File: config.mk
export PLATFORM = sky130hd
export DESIGN_NAME = qa_top
export DESIGN_NICKNAME = d
export VERILOG_FILES = /design/src/source/qa_cci_pkg.sv /design/src/source/qa_csr_pkg.sv /design/src/source/qa_csr.sv /design/src/source/qa_rd_req.sv /design/src/source/qa_wr_req.sv /design/src/source/qa_top.sv
export VERILOG_INCLUDE_DIRS = /design/src /design/src/include
export SDC_FILE = /design/constraint.sdc
export NUM_CORES = 1
export LEC_CHECK = 0
export ABC_CLOCK_PERIOD_IN_PS = 21600
export BUFFER_PORTS_ARGS = -buffer_cell sky130_fd_sc_hd__buf_2
export CAP_MARGIN = 20
export CORE_AREA = 10 10 438 440
export DETAILED_ROUTE_END_ITERATION = 6
export DIE_AREA = 0 0 448 450
export PLACE_DENSITY_LB_ADDON = 0.12
export SYNTH_ARGS = -nofsm -noshare
export SYNTH_HDL_FRONTEND = slang
export SYNTH_SLANG_ARGS = --single-unit
File: constraint.sdc
create_clock -name clk -period 21.6 [get_ports clk]
set_input_delay 4.32 -clock clk [delete_from_list [all_inputs] [get_ports clk]]
set_output_delay 4.32 -clock clk [all_outputs]
set_load 0.02 [all_outputs]
File: src/include/qa_csr_map.svh
`ifndef QA_CSR_MAP_SVH
`define QA_CSR_MAP_SVH

// Byte offsets in the AFU CSR window
localparam logic [13:0] CSR_AFU_DSM_BASEL         = 14'h1a00;
localparam logic [13:0] CSR_AFU_DSM_BASEH         = 14'h1a04;
localparam logic [13:0] CSR_AFU_CNTXT_BASEL       = 14'h1a08;
localparam logic [13:0] CSR_AFU_CNTXT_BASEH       = 14'h1a0c;
localparam logic [13:0] CSR_AFU_EN                = 14'h1a10;
localparam logic [13:0] CSR_AFU_READ_FRAME_BASEL  = 14'h1a14;
localparam logic [13:0] CSR_AFU_READ_FRAME_BASEH  = 14'h1a18;
localparam logic [13:0] CSR_AFU_WRITE_FRAME_BASEL = 14'h1a1c;
localparam logic [13:0] CSR_AFU_WRITE_FRAME_BASEH = 14'h1a20;

`endif

File: src/source/qa_cci_pkg.sv
package qa_cci_pkg;

  localparam int CL_WIDTH    = 512;  // One cache line
  localparam int ADDR_WIDTH  = 32;   // Line address
  localparam int MDATA_WIDTH = 12;

  // Config write view of the receive header
  typedef struct packed {
    logic [5:0]  rsvd;
    logic [11:0] index;              // CSR dword index
  } cfg_hdr_t;

  // Response view of the receive header
  typedef struct packed {
    logic [1:0]             rsvd;
    logic [3:0]             resp_type;
    logic [MDATA_WIDTH-1:0] mdata;
  } resp_hdr_t;

  typedef union packed {
    cfg_hdr_t  cfg_hdr;
    resp_hdr_t resp_hdr;
  } rx_hdr_t;

  typedef struct packed {
    rx_hdr_t             header;
    logic [CL_WIDTH-1:0] data;
    logic                cfgvalid;
    logic                rdvalid;
  } rx_c0_t;

  typedef struct packed {
    rx_hdr_t header;
    logic    wrvalid;                // Write acknowledgement
  } rx_c1_t;

  typedef struct packed {
    logic                   valid;
    logic [ADDR_WIDTH-1:0]  addr;
    logic [MDATA_WIDTH-1:0] mdata;
  } tx_c0_t;

  typedef struct packed {
    logic                   valid;
    logic [ADDR_WIDTH-1:0]  addr;
    logic [MDATA_WIDTH-1:0] mdata;
    logic [CL_WIDTH-1:0]    data;
  } tx_c1_t;

endpackage

File: src/source/qa_csr_pkg.sv
package qa_csr_pkg;

  `include "qa_csr_map.svh"

  typedef struct packed {
    logic [63:0] afu_dsm_base;
    logic        afu_dsm_base_valid;
    logic [63:0] afu_cntxt_base;
    logic        afu_cntxt_base_valid;
    logic [63:0] afu_read_frame;
    logic [63:0] afu_write_frame;
    logic        afu_en;
  } afu_csr_t;

  // Dword index from the config header to a byte offset
  function automatic logic [13:0] cfg_byte_offset(logic [11:0] index);
    return {index, 2'b00};
  endfunction

  // Replace one 32-bit half of a 64-bit base
  function automatic logic [63:0] set_half(logic [63:0] cur, logic hi, logic [31:0] val);
    logic [63:0] nxt;
    nxt = cur;
    if (hi) nxt[63:32] = val;
    else    nxt[31:0]  = val;
    return nxt;
  endfunction

endpackage

File: src/source/qa_csr.sv
`timescale 1ns/1ps

module qa_csr (
  input  logic                 clk,
  input  logic                 resetb,
  input  qa_cci_pkg::rx_c0_t   rx0,
  output qa_csr_pkg::afu_csr_t csr
);
  import qa_csr_pkg::*;

  logic [13:0] cfg_offset;
  logic [31:0] cfg_data;

  logic [63:0] dsm_base;
  logic        dsm_valid;
  logic [63:0] cntxt_base;
  logic        cntxt_valid;
  logic [63:0] read_frame;
  logic [63:0] write_frame;
  logic        en;

  assign cfg_offset = cfg_byte_offset(rx0.header.cfg_hdr.index);
  assign cfg_data   = rx0.data[31:0];

  // Base address halves
  always_ff @(posedge clk) begin
    if (rx0.cfgvalid) begin
      case (cfg_offset)
        CSR_AFU_DSM_BASEL:         dsm_base    <= set_half(dsm_base, 1'b0, cfg_data);
        CSR_AFU_DSM_BASEH:         dsm_base    <= set_half(dsm_base, 1'b1, cfg_data);
        CSR_AFU_CNTXT_BASEL:       cntxt_base  <= set_half(cntxt_base, 1'b0, cfg_data);
        CSR_AFU_CNTXT_BASEH:       cntxt_base  <= set_half(cntxt_base, 1'b1, cfg_data);
        CSR_AFU_READ_FRAME_BASEL:  read_frame  <= set_half(read_frame, 1'b0, cfg_data);
        CSR_AFU_READ_FRAME_BASEH:  read_frame  <= set_half(read_frame, 1'b1, cfg_data);
        CSR_AFU_WRITE_FRAME_BASEL: write_frame <= set_half(write_frame, 1'b0, cfg_data);
        CSR_AFU_WRITE_FRAME_BASEH: write_frame <= set_half(write_frame, 1'b1, cfg_data);
        default: ;
      endcase
    end
  end

  always_ff @(posedge clk) begin
    if (!resetb) begin
      dsm_valid   <= 1'b0;
      cntxt_valid <= 1'b0;
      en          <= 1'b0;
    end else if (rx0.cfgvalid) begin
      if (cfg_offset == CSR_AFU_DSM_BASEL) begin
        dsm_valid <= 1'b1;                         // Low half arms the base
      end
      if (cfg_offset == CSR_AFU_CNTXT_BASEL) begin
        cntxt_valid <= 1'b1;
      end
      if (cfg_offset == CSR_AFU_EN) begin
        en <= cfg_data[0];
      end
    end
  end

  always_comb begin
    csr.afu_dsm_base         = dsm_base;
    csr.afu_dsm_base_valid   = dsm_valid;
    csr.afu_cntxt_base       = cntxt_base;
    csr.afu_cntxt_base_valid = cntxt_valid;
    csr.afu_read_frame       = read_frame;
    csr.afu_write_frame      = write_frame;
    csr.afu_en               = en;
  end

endmodule

File: src/source/qa_rd_req.sv
`timescale 1ns/1ps

module qa_rd_req #(
  parameter int NUM_LINES = 8
) (
  input  logic                 clk,
  input  logic                 resetb,
  input  qa_csr_pkg::afu_csr_t csr,
  input  logic                 tx0_almost_full,
  input  logic                 tx1_almost_full,
  output qa_cci_pkg::tx_c0_t   tx0
);

  localparam int IDX_W = (NUM_LINES > 1) ? $clog2(NUM_LINES) : 1;

  logic [IDX_W-1:0] line_idx;
  logic             started;
  logic             done;
  logic             issue;
  logic             last;

  logic             rd_valid;
  logic [31:0]      rd_addr;
  logic [11:0]      rd_mdata;

  assign last  = (line_idx == IDX_W'(NUM_LINES - 1));
  assign issue = csr.afu_en && csr.afu_dsm_base_valid && !done &&
                 !tx0_almost_full && !tx1_almost_full;

  always_ff @(posedge clk) begin
    if (!resetb) begin
      line_idx <= '0;
      started  <= 1'b0;
      done     <= 1'b0;
      rd_valid <= 1'b0;
    end else begin
      rd_valid <= issue;
      if (issue) begin
        line_idx <= line_idx + 1'b1;
        started  <= 1'b1;
        if (last) begin
          done <= 1'b1;                            // All lines requested
        end
      end else if (started && !csr.afu_en) begin
        done <= 1'b1;                              // Disable ends the run for good
      end
    end
  end

  always_ff @(posedge clk) begin
    if (issue) begin
      rd_addr  <= csr.afu_read_frame[31:0] + 32'(line_idx);
      rd_mdata <= 12'(line_idx);                   // Tag is the line index
    end
  end

  always_comb begin
    tx0.valid = rd_valid;
    tx0.addr  = rd_addr;
    tx0.mdata = rd_mdata;
  end

endmodule

File: src/source/qa_wr_req.sv
`timescale 1ns/1ps

module qa_wr_req #(
  parameter int NUM_LINES = 8
) (
  input  logic                 clk,
  input  logic                 resetb,
  input  qa_csr_pkg::afu_csr_t csr,
  input  qa_cci_pkg::rx_c0_t   rx0,
  input  qa_cci_pkg::rx_c1_t   rx1,
  output qa_cci_pkg::tx_c1_t   tx1
);
  import qa_cci_pkg::*;

  localparam int CNT_W = $clog2(NUM_LINES + 1);

  logic [CNT_W-1:0]    ack_cnt;
  logic                last_ack;
  logic                comp_pend;
  logic                comp_want;
  logic                comp_fire;
  logic [CL_WIDTH-1:0] comp_data;

  logic                wr_valid;
  logic [31:0]         wr_addr;
  logic [11:0]         wr_mdata;
  logic [CL_WIDTH-1:0] wr_data;

  assign last_ack  = rx1.wrvalid && (ack_cnt == CNT_W'(NUM_LINES - 1));
  assign comp_want = last_ack || comp_pend;
  assign comp_fire = comp_want && !rx0.rdvalid;   // Line copies win the slot

  always_comb begin
    comp_data        = '0;
    comp_data[0]     = 1'b1;
    comp_data[63:32] = 32'(NUM_LINES);            // Completed line count
  end

  always_ff @(posedge clk) begin
    if (!resetb) begin
      ack_cnt   <= '0;
      comp_pend <= 1'b0;
      wr_valid  <= 1'b0;
    end else begin
      if (rx1.wrvalid && ack_cnt != CNT_W'(NUM_LINES)) begin
        ack_cnt <= ack_cnt + 1'b1;               // Saturates, later acks ignored
      end
      comp_pend <= comp_want && rx0.rdvalid;
      wr_valid  <= rx0.rdvalid || comp_fire;
    end
  end

  always_ff @(posedge clk) begin
    if (rx0.rdvalid) begin
      wr_addr  <= csr.afu_write_frame[31:0] + 32'(rx0.header.resp_hdr.mdata);
      wr_mdata <= rx0.header.resp_hdr.mdata;
      wr_data  <= rx0.data;
    end else if (comp_fire) begin
      wr_addr  <= csr.afu_dsm_base[31:0];
      wr_mdata <= '1;                              // Completion tag
      wr_data  <= comp_data;
    end
  end

  always_comb begin
    tx1.valid = wr_valid;
    tx1.addr  = wr_addr;
    tx1.mdata = wr_mdata;
    tx1.data  = wr_data;
  end

endmodule

File: src/source/qa_top.sv
`timescale 1ns/1ps

module qa_top #(
  parameter int NUM_LINES = 8
) (
  input  logic               clk,
  input  logic               resetb,
  input  qa_cci_pkg::rx_c0_t rx0,
  input  qa_cci_pkg::rx_c1_t rx1,
  input  logic               tx0_almost_full,
  input  logic               tx1_almost_full,
  output qa_cci_pkg::tx_c0_t tx0,
  output qa_cci_pkg::tx_c1_t tx1
);

  qa_csr_pkg::afu_csr_t csr;

  qa_csr u_csr (
    .clk    (clk),
    .resetb (resetb),
    .rx0    (rx0),
    .csr    (csr)
  );

  // Read side walks the source frame
  qa_rd_req #(
    .NUM_LINES (NUM_LINES)
  ) u_rd_req (
    .clk             (clk),
    .resetb          (resetb),
    .csr             (csr),
    .tx0_almost_full (tx0_almost_full),
    .tx1_almost_full (tx1_almost_full),
    .tx0             (tx0)
  );

  // Write side copies lines and posts completion
  qa_wr_req #(
    .NUM_LINES (NUM_LINES)
  ) u_wr_req (
    .clk    (clk),
    .resetb (resetb),
    .csr    (csr),
    .rx0    (rx0),
    .rx1    (rx1),
    .tx1    (tx1)
  );

endmodule

* After elaboration in Yosys (flattened, before gate mapping)
Cells that the tools add are included.
** Storage, ports and cells
- Flip-flop bits (word level) :: 701
- Bits of input ports :: 555
- Output and inout port bits :: 602
- Logic and storage cells :: 71
** Operators by class
- Add/subtract/negate cells :: 4
- Equality and inequality tests :: 11
- Multiplexer cells :: 12
- Bitwise operators :: 3
- Reductions and logical operators :: 24
** Operator list (number)
- 2-to-1 mux 512 bit :: 2
- one-hot mux 32 bit (2 select lines) :: 3
- equality test 12 x 11 -> 1 bit (second input constant) :: 7
- 2-to-1 mux 32 bit :: 2
- adder 32 x 12 -> 32 bit :: 1
- adder 32 x 3 -> 32 bit :: 1
- 2-to-1 mux 12 bit :: 2
- logical AND 1 bit :: 9
- AND reduction 3 bit :: 3
- AND reduction 2 bit :: 3
- logical NOT 1 bit :: 5
- adder 4 x 1 -> 4 bit (second input constant) :: 1
- equality test 4 x 3 -> 1 bit (second input constant) :: 1
- inequality test 4 bit (second input constant) :: 1
- nonzero test 2 bit :: 2
- adder 3 x 1 -> 3 bit (second input constant) :: 1
- equality test 3 bit (second input constant) :: 1
- 2-to-1 mux 1 bit :: 3
- NOT 1 bit :: 3
- logical OR 1 bit :: 2
- inequality test 2 bit (second input constant) :: 1

* Longest topological paths before layout
- Depth after elaboration :: 6
- Mapped depth :: 8
- Depth with buffers taken out :: 8

* Cells and area by module
Synthesis repeated with hierarchy kept, for this count alone.
** Unflattened totals
- Cell total of the unflattened synthesis :: 2127
- Area total of the unflattened synthesis :: 33814.9 um2
** By module, submodules not included
- qa_wr_req :: instances 1, cells an instance 1380, area each 21933.5 um2, seq. area each 16816.1 um2
- qa_csr :: instances 1, cells an instance 588, area each 9819.4 um2, seq. area each 7747.4 um2
- qa_rd_req :: instances 1, cells an instance 159, area each 2062.0 um2, seq. area each 1171.1 um2

* Least setup slack after synthesis
OpenSTA, ideal clock, no wires.
- Path kind :: input port to flip-flop
- From :: input port rx0[0] (netlist name)
- To :: register u_wr_req.wr_valid
- Setup time :: 0.139 ns
- Arrival time :: 18.739 ns
- Required time :: 21.461 ns
- Slack :: 2.722 ns
- Cell stages on the path :: 3
- Path buffers :: 1
- Cell sequence :: clkbuf_1 > nand2b_1 > and2_1
** Between the ends
- Word-level cells in the longest chain between the ends :: 3
** Ends and longest elaborated chain
- from (decl) :: RTL line qa_top.sv:8 : input qa_cci_pkg::rx_c0_t rx0,
- logical NOT 1 bit :: RTL line qa_wr_req.sv:31 : assign comp_fire = comp_want && !rx0.rdvalid;
- logical AND 1 bit :: RTL line qa_wr_req.sv:31
- logical OR 1 bit * :: RTL line qa_wr_req.sv:49 : wr_valid <= rx0.rdvalid || comp_fire;
- to (signal assigned) :: RTL line qa_wr_req.sv:49
- to (decl) :: RTL line qa_wr_req.sv:24 : logic wr_valid;
Mark *: on every way between the ends. The rest lies on a longest branch, timed or not.
A chain may end at the register's enable or synchronous reset.

* Worst setup path in the final report
- From :: input port rx1[0] (netlist name)
- To :: register u_wr_req.wr_data[266] (enable)
** Between the ends
- Word-level cells in the longest chain between the ends :: 4
** Ends and longest elaborated chain
- from (decl) :: RTL line qa_top.sv:9 : input qa_cci_pkg::rx_c1_t rx1,
- logical AND 1 bit :: RTL line qa_wr_req.sv:29 : assign last_ack = rx1.wrvalid && (ack_cnt == CNT_W'(NUM_LINES - 1));
- logical OR 1 bit :: RTL line qa_wr_req.sv:30 : assign comp_want = last_ack || comp_pend;
- logical AND 1 bit :: RTL line qa_wr_req.sv:31
- nonzero test 2 bit (no source line)
- to (signal assigned) :: RTL line qa_wr_req.sv:57 : wr_data <= rx0.data;
- to (signal assigned) :: RTL line qa_wr_req.sv:61 : wr_data <= comp_data;
- to (decl) :: RTL line qa_wr_req.sv:27 : logic [CL_WIDTH-1:0] wr_data;
No other way between the ends.

==> results_dict.tcl <==
set metrics [dict create \
    path_clk_slew_ns 0.06 \
    core_um2 183000 \
    crit_fanout 165 \
    netlist_area_um2 26700 \
    grt.met1_usage_pct 13.0 \
    post-route-drc-count 0 \
    synth-seq-cells 701 \
    report.final.slew_viol_count 0 \
    synth_edf_count 687 \
    synth_fa_ha_area_share_pct 1.04 \
    vias 17900 \
    synth_cell_types 51 \
    cp.depth 6 \
    drive_gt1_share_pct 44.9 \
    setup_ws_ns 14.11 \
    grt_max_degree 166 \
    yosys-top-cells-count "687 x edfxtp_1, 519 x and2_1, 63 x clkbuf_1" \
    antenna_found_initial 56 \
    rrSetupSlack_ns 17.29 \
    fillers 19800 \
    cp-startpoint "rx1[0]" \
    pre_cts_slack_ns 13.33 \
    slew_headroom_pct 17.8 \
    grt-busiest-layer "met2" \
    path_buf_inv 4 \
    die_x_um 448 \
    synth.top_cell.area_share_pct 77.1 \
    synth_top_family_by_area "simple AND/OR/NAND/NOR gates" \
    synth_compound_area_share_pct 1.86 \
    tns_ns 0 \
    root_buffer "clkbuf_16" \
    final_util_pct 20.9 \
    min_path_cells 1 \
    endpoint "u_wr_req.wr_data[266]" \
    p_switching_w 0.000921 \
    synth_xor_area_share_pct 2.00 \
    tritoncts "yes" \
    setup_viol 0 \
    htreeDepth 3 \
    design_area_um2 38200 \
    power_frac_seq_pct 45.7 \
    drv_cap 0 \
    pwr-share-clk_pct 43.4 \
    crit_type "in -> reg" \
    cts_buffer_depth 3 \
    worstRegToRegCells 6 \
    required_ns 21.93 \
    min_period_ns 7.49 \
    start_util_pct 14.6 \
    fin_skew_ns 0.0223 \
    slowest_stage "buf_4" \
    path_delay_family "buffers and inverters" \
    hpwl_um 105000 \
    grt_pass1_wl_um 172000 \
    synth-seq-area-share_pct 78.2 \
    syn_area_per_cell_um2 16.4 \
    cts_setup_buffers 0 \
    fmax_mhz 134 \
    intPower_w 0.00260 \
    critPathCaptureType "flip-flop" \
    grt_usage_pct 12.5 \
    p_comb_share_pct 10.9 \
    arrival_ns 7.82 \
    status "complete, no violations" \
    synthFlopType "edfxtp_1" \
    syn_inst 1629 \
    grt_pass1_vias 18300 \
    layout.nets 3375 \
    ctsHoldBuffers 0 \
    wl_um 133000 \
    period_share_pct 34.7 \
    slowest_delay_ns 0.87 \
    syn2layout_area_growth_pct 42.9 \
    synth_top_area_cell "edfxtp_1" \
    worst_pin_slew_ns 1.23 \
    hold_viol 0 \
    drt_iter0_drc 1016 \
    yosysMostFrequentCell "edfxtp_1" \
    r2r_start "u_wr_req.ack_cnt[0]" \
    port_buffers 1123 \
    viasPerCell 3.39 \
    grt_util_met3_pct 3.72 \
    power_w 0.00352 \
    detailed_place.area_um2 35300 \
    ios 1157 \
    clk_latency_ns 0.71 \
    met2_usage_pct 24.1 \
    gp_congestion 0.808 \
    synth-simple-area-share_pct 15.0 \
    postCtsResizedCells 0 \
    r2r-end "u_wr_req.wr_data[266]" \
    synthArstFlopShare_pct 0 \
    synth.area.mux_share_pct 0.533 \
    cts_buffers 93 \
    rsz0062_at_grt "false" \
    ir_worst_vdd_uv 51.0 \
    powerDensity_nw_per_um2 92.0 \
    hold_path.class "reg -> reg" \
    grt-ovfl-total 0 \
    yosys_warnings 0 \
    p_sw_share_pct 26.2 \
    path_cells "buf_2 -> a41oi_1 -> nand2b_4 -> buf_12 -> buf_12 -> buf_4" \
    synth.area.top_cells "edfxtp_1 77%, and2_1 12%, xnor2_1 1.6%, dfxtp_1 1.0%, ha_1 0.89%" \
    ant_nets 0 \
    cts_sinks 701 \
    p_leak_nw 14.8 \
    firstDrtPassIters 5 \
    die_h_um 450 \
    dieArea_um2 202000 \
    cp-start-kind "primary input" \
    num_rows 157 \
    cp_common_cell "buf_12" \
    avgRoutedWirePerCell_um 25.2 \
]
==> stage by stage <==
| stage | instances | hold WS, ns |
|---|---|---|
| after detailed placement | 5087 | 0.458 |
| final | 5262 | 0.475 |
| after floorplan | 1637 | 0.441 |
| after CTS | 5251 | 0.475 |
| after global placement | 5087 | 0.457 |
| after global routing | 5258 | 0.498 |
==> layout by cell type (no fill, tap or decap), types with 3 or more instances in the layout <==
cell type	Yosys	final
and3_1	4	4
mux2i_1	3	3
buf_4	11	16
inv_1	13	13
nand3_1	23	23
clkbuf_1	63	26
nand2b_1	16	15
a21o_1	5	5
clkinv_1	0	15
diode_2	0	9
and2_1	519	519
o21a_1	3	3
ha_1	19	19
a21oi_1	34	34
clkbuf_8	0	3
mux2_2	10	10
nand4_1	15	15
xnor2_1	48	48
nand2_1	31	31
buf_12	0	3
conb_1	1	9
dfxtp_1	14	14
xor2_1	13	13
clkbuf_16	0	94
nor2_1	35	34
nor2b_1	4	4
bufinv_16	0	7
nor3_1	6	5
edfxtp_1	687	687
a211oi_1	8	8
buf_2	0	1122
inv_6	0	4
o21ai_0	6	6
clkinv_2	0	10
==> per-layer routing <==
| metal | wire (um) | vias to the layer above |
|---|---|---|
| li1 | - | 8187 |
| met1 | 47100 | 8815 |
| met2 | 72800 | 652 |
| met3 | 9280 | 203 |
| met4 | 3380 | 6 |
| met5 | 41 | - |
==> layout make-up <==
cell class                      instances  area [um^2]  area share [%]
Antenna cell                            9         22.5          0.0589
Clock buffer                          123         2490            6.52
Clock inverter                         41          412            1.08
Inverter                               13         48.8           0.128
Multi-Input combinational cell        847         5530            14.5
Sequential cell                       701        20900            54.7
Tap cell                             2385         2980            7.81
Timing Repair Buffer                 1143         5840            15.3
==> state kept, by name, summed over array words and instances (netlist names), 3 cells and up <==
register / flops
u_rd_req.line_idx: 3
u_wr_req.wr_addr: 32
u_csr.dsm_base: 32
u_wr_req.wr_mdata: 12
u_wr_req.ack_cnt: 4
u_wr_req.wr_data: 512
u_csr.read_frame: 32
u_rd_req.rd_addr: 32
u_rd_req.rd_mdata: 3
u_csr.write_frame: 32
==> cells by family (layout without fill, tap and decap cells) <==
family          after synthesis  count (layout)
simple gates                668             668
buf+inv                      89            1320
xor+xnor                     61              61
mux                          13              13
other cells                   1              18
fa+ha+maj                    21              21
flops                       701             701
compound gates               75              75
==> power by group through the flow <==
stage                logic, W  clock network, W  registers (W)
finish               0.000383           0.00153        0.00161
global route         0.000410           0.00164        0.00162
CTS                  0.000398           0.00160        0.00161
detailed placement   0.000397                 0        0.00164
global placement     0.000400                 0        0.00164
floorplan           0.0000712                 0        0.00178
==> worst register-to-register path: stages (launching register included) <==
cell,delay (ns)
dfxtp_1,0.39
ha_1,0.19
a41oi_1,0.28
nand2b_4,0.43
buf_12,0.53
buf_12,0.77
buf_4,1.30
==> how the worst min path moves through the flow <==
| stage | start | endpoint |
|---|---|---|
| floorplan | u_csr.dsm_valid | u_csr.dsm_valid |
| global placement | u_rd_req.started | u_rd_req.started |
| detailed placement | u_rd_req.started | u_rd_req.started |
| CTS | u_rd_req.started | u_rd_req.started |
| global route | u_rd_req.started | u_rd_req.started |
| finish | u_rd_req.started | u_rd_req.started |
Power figures use the tool's default switching activity.
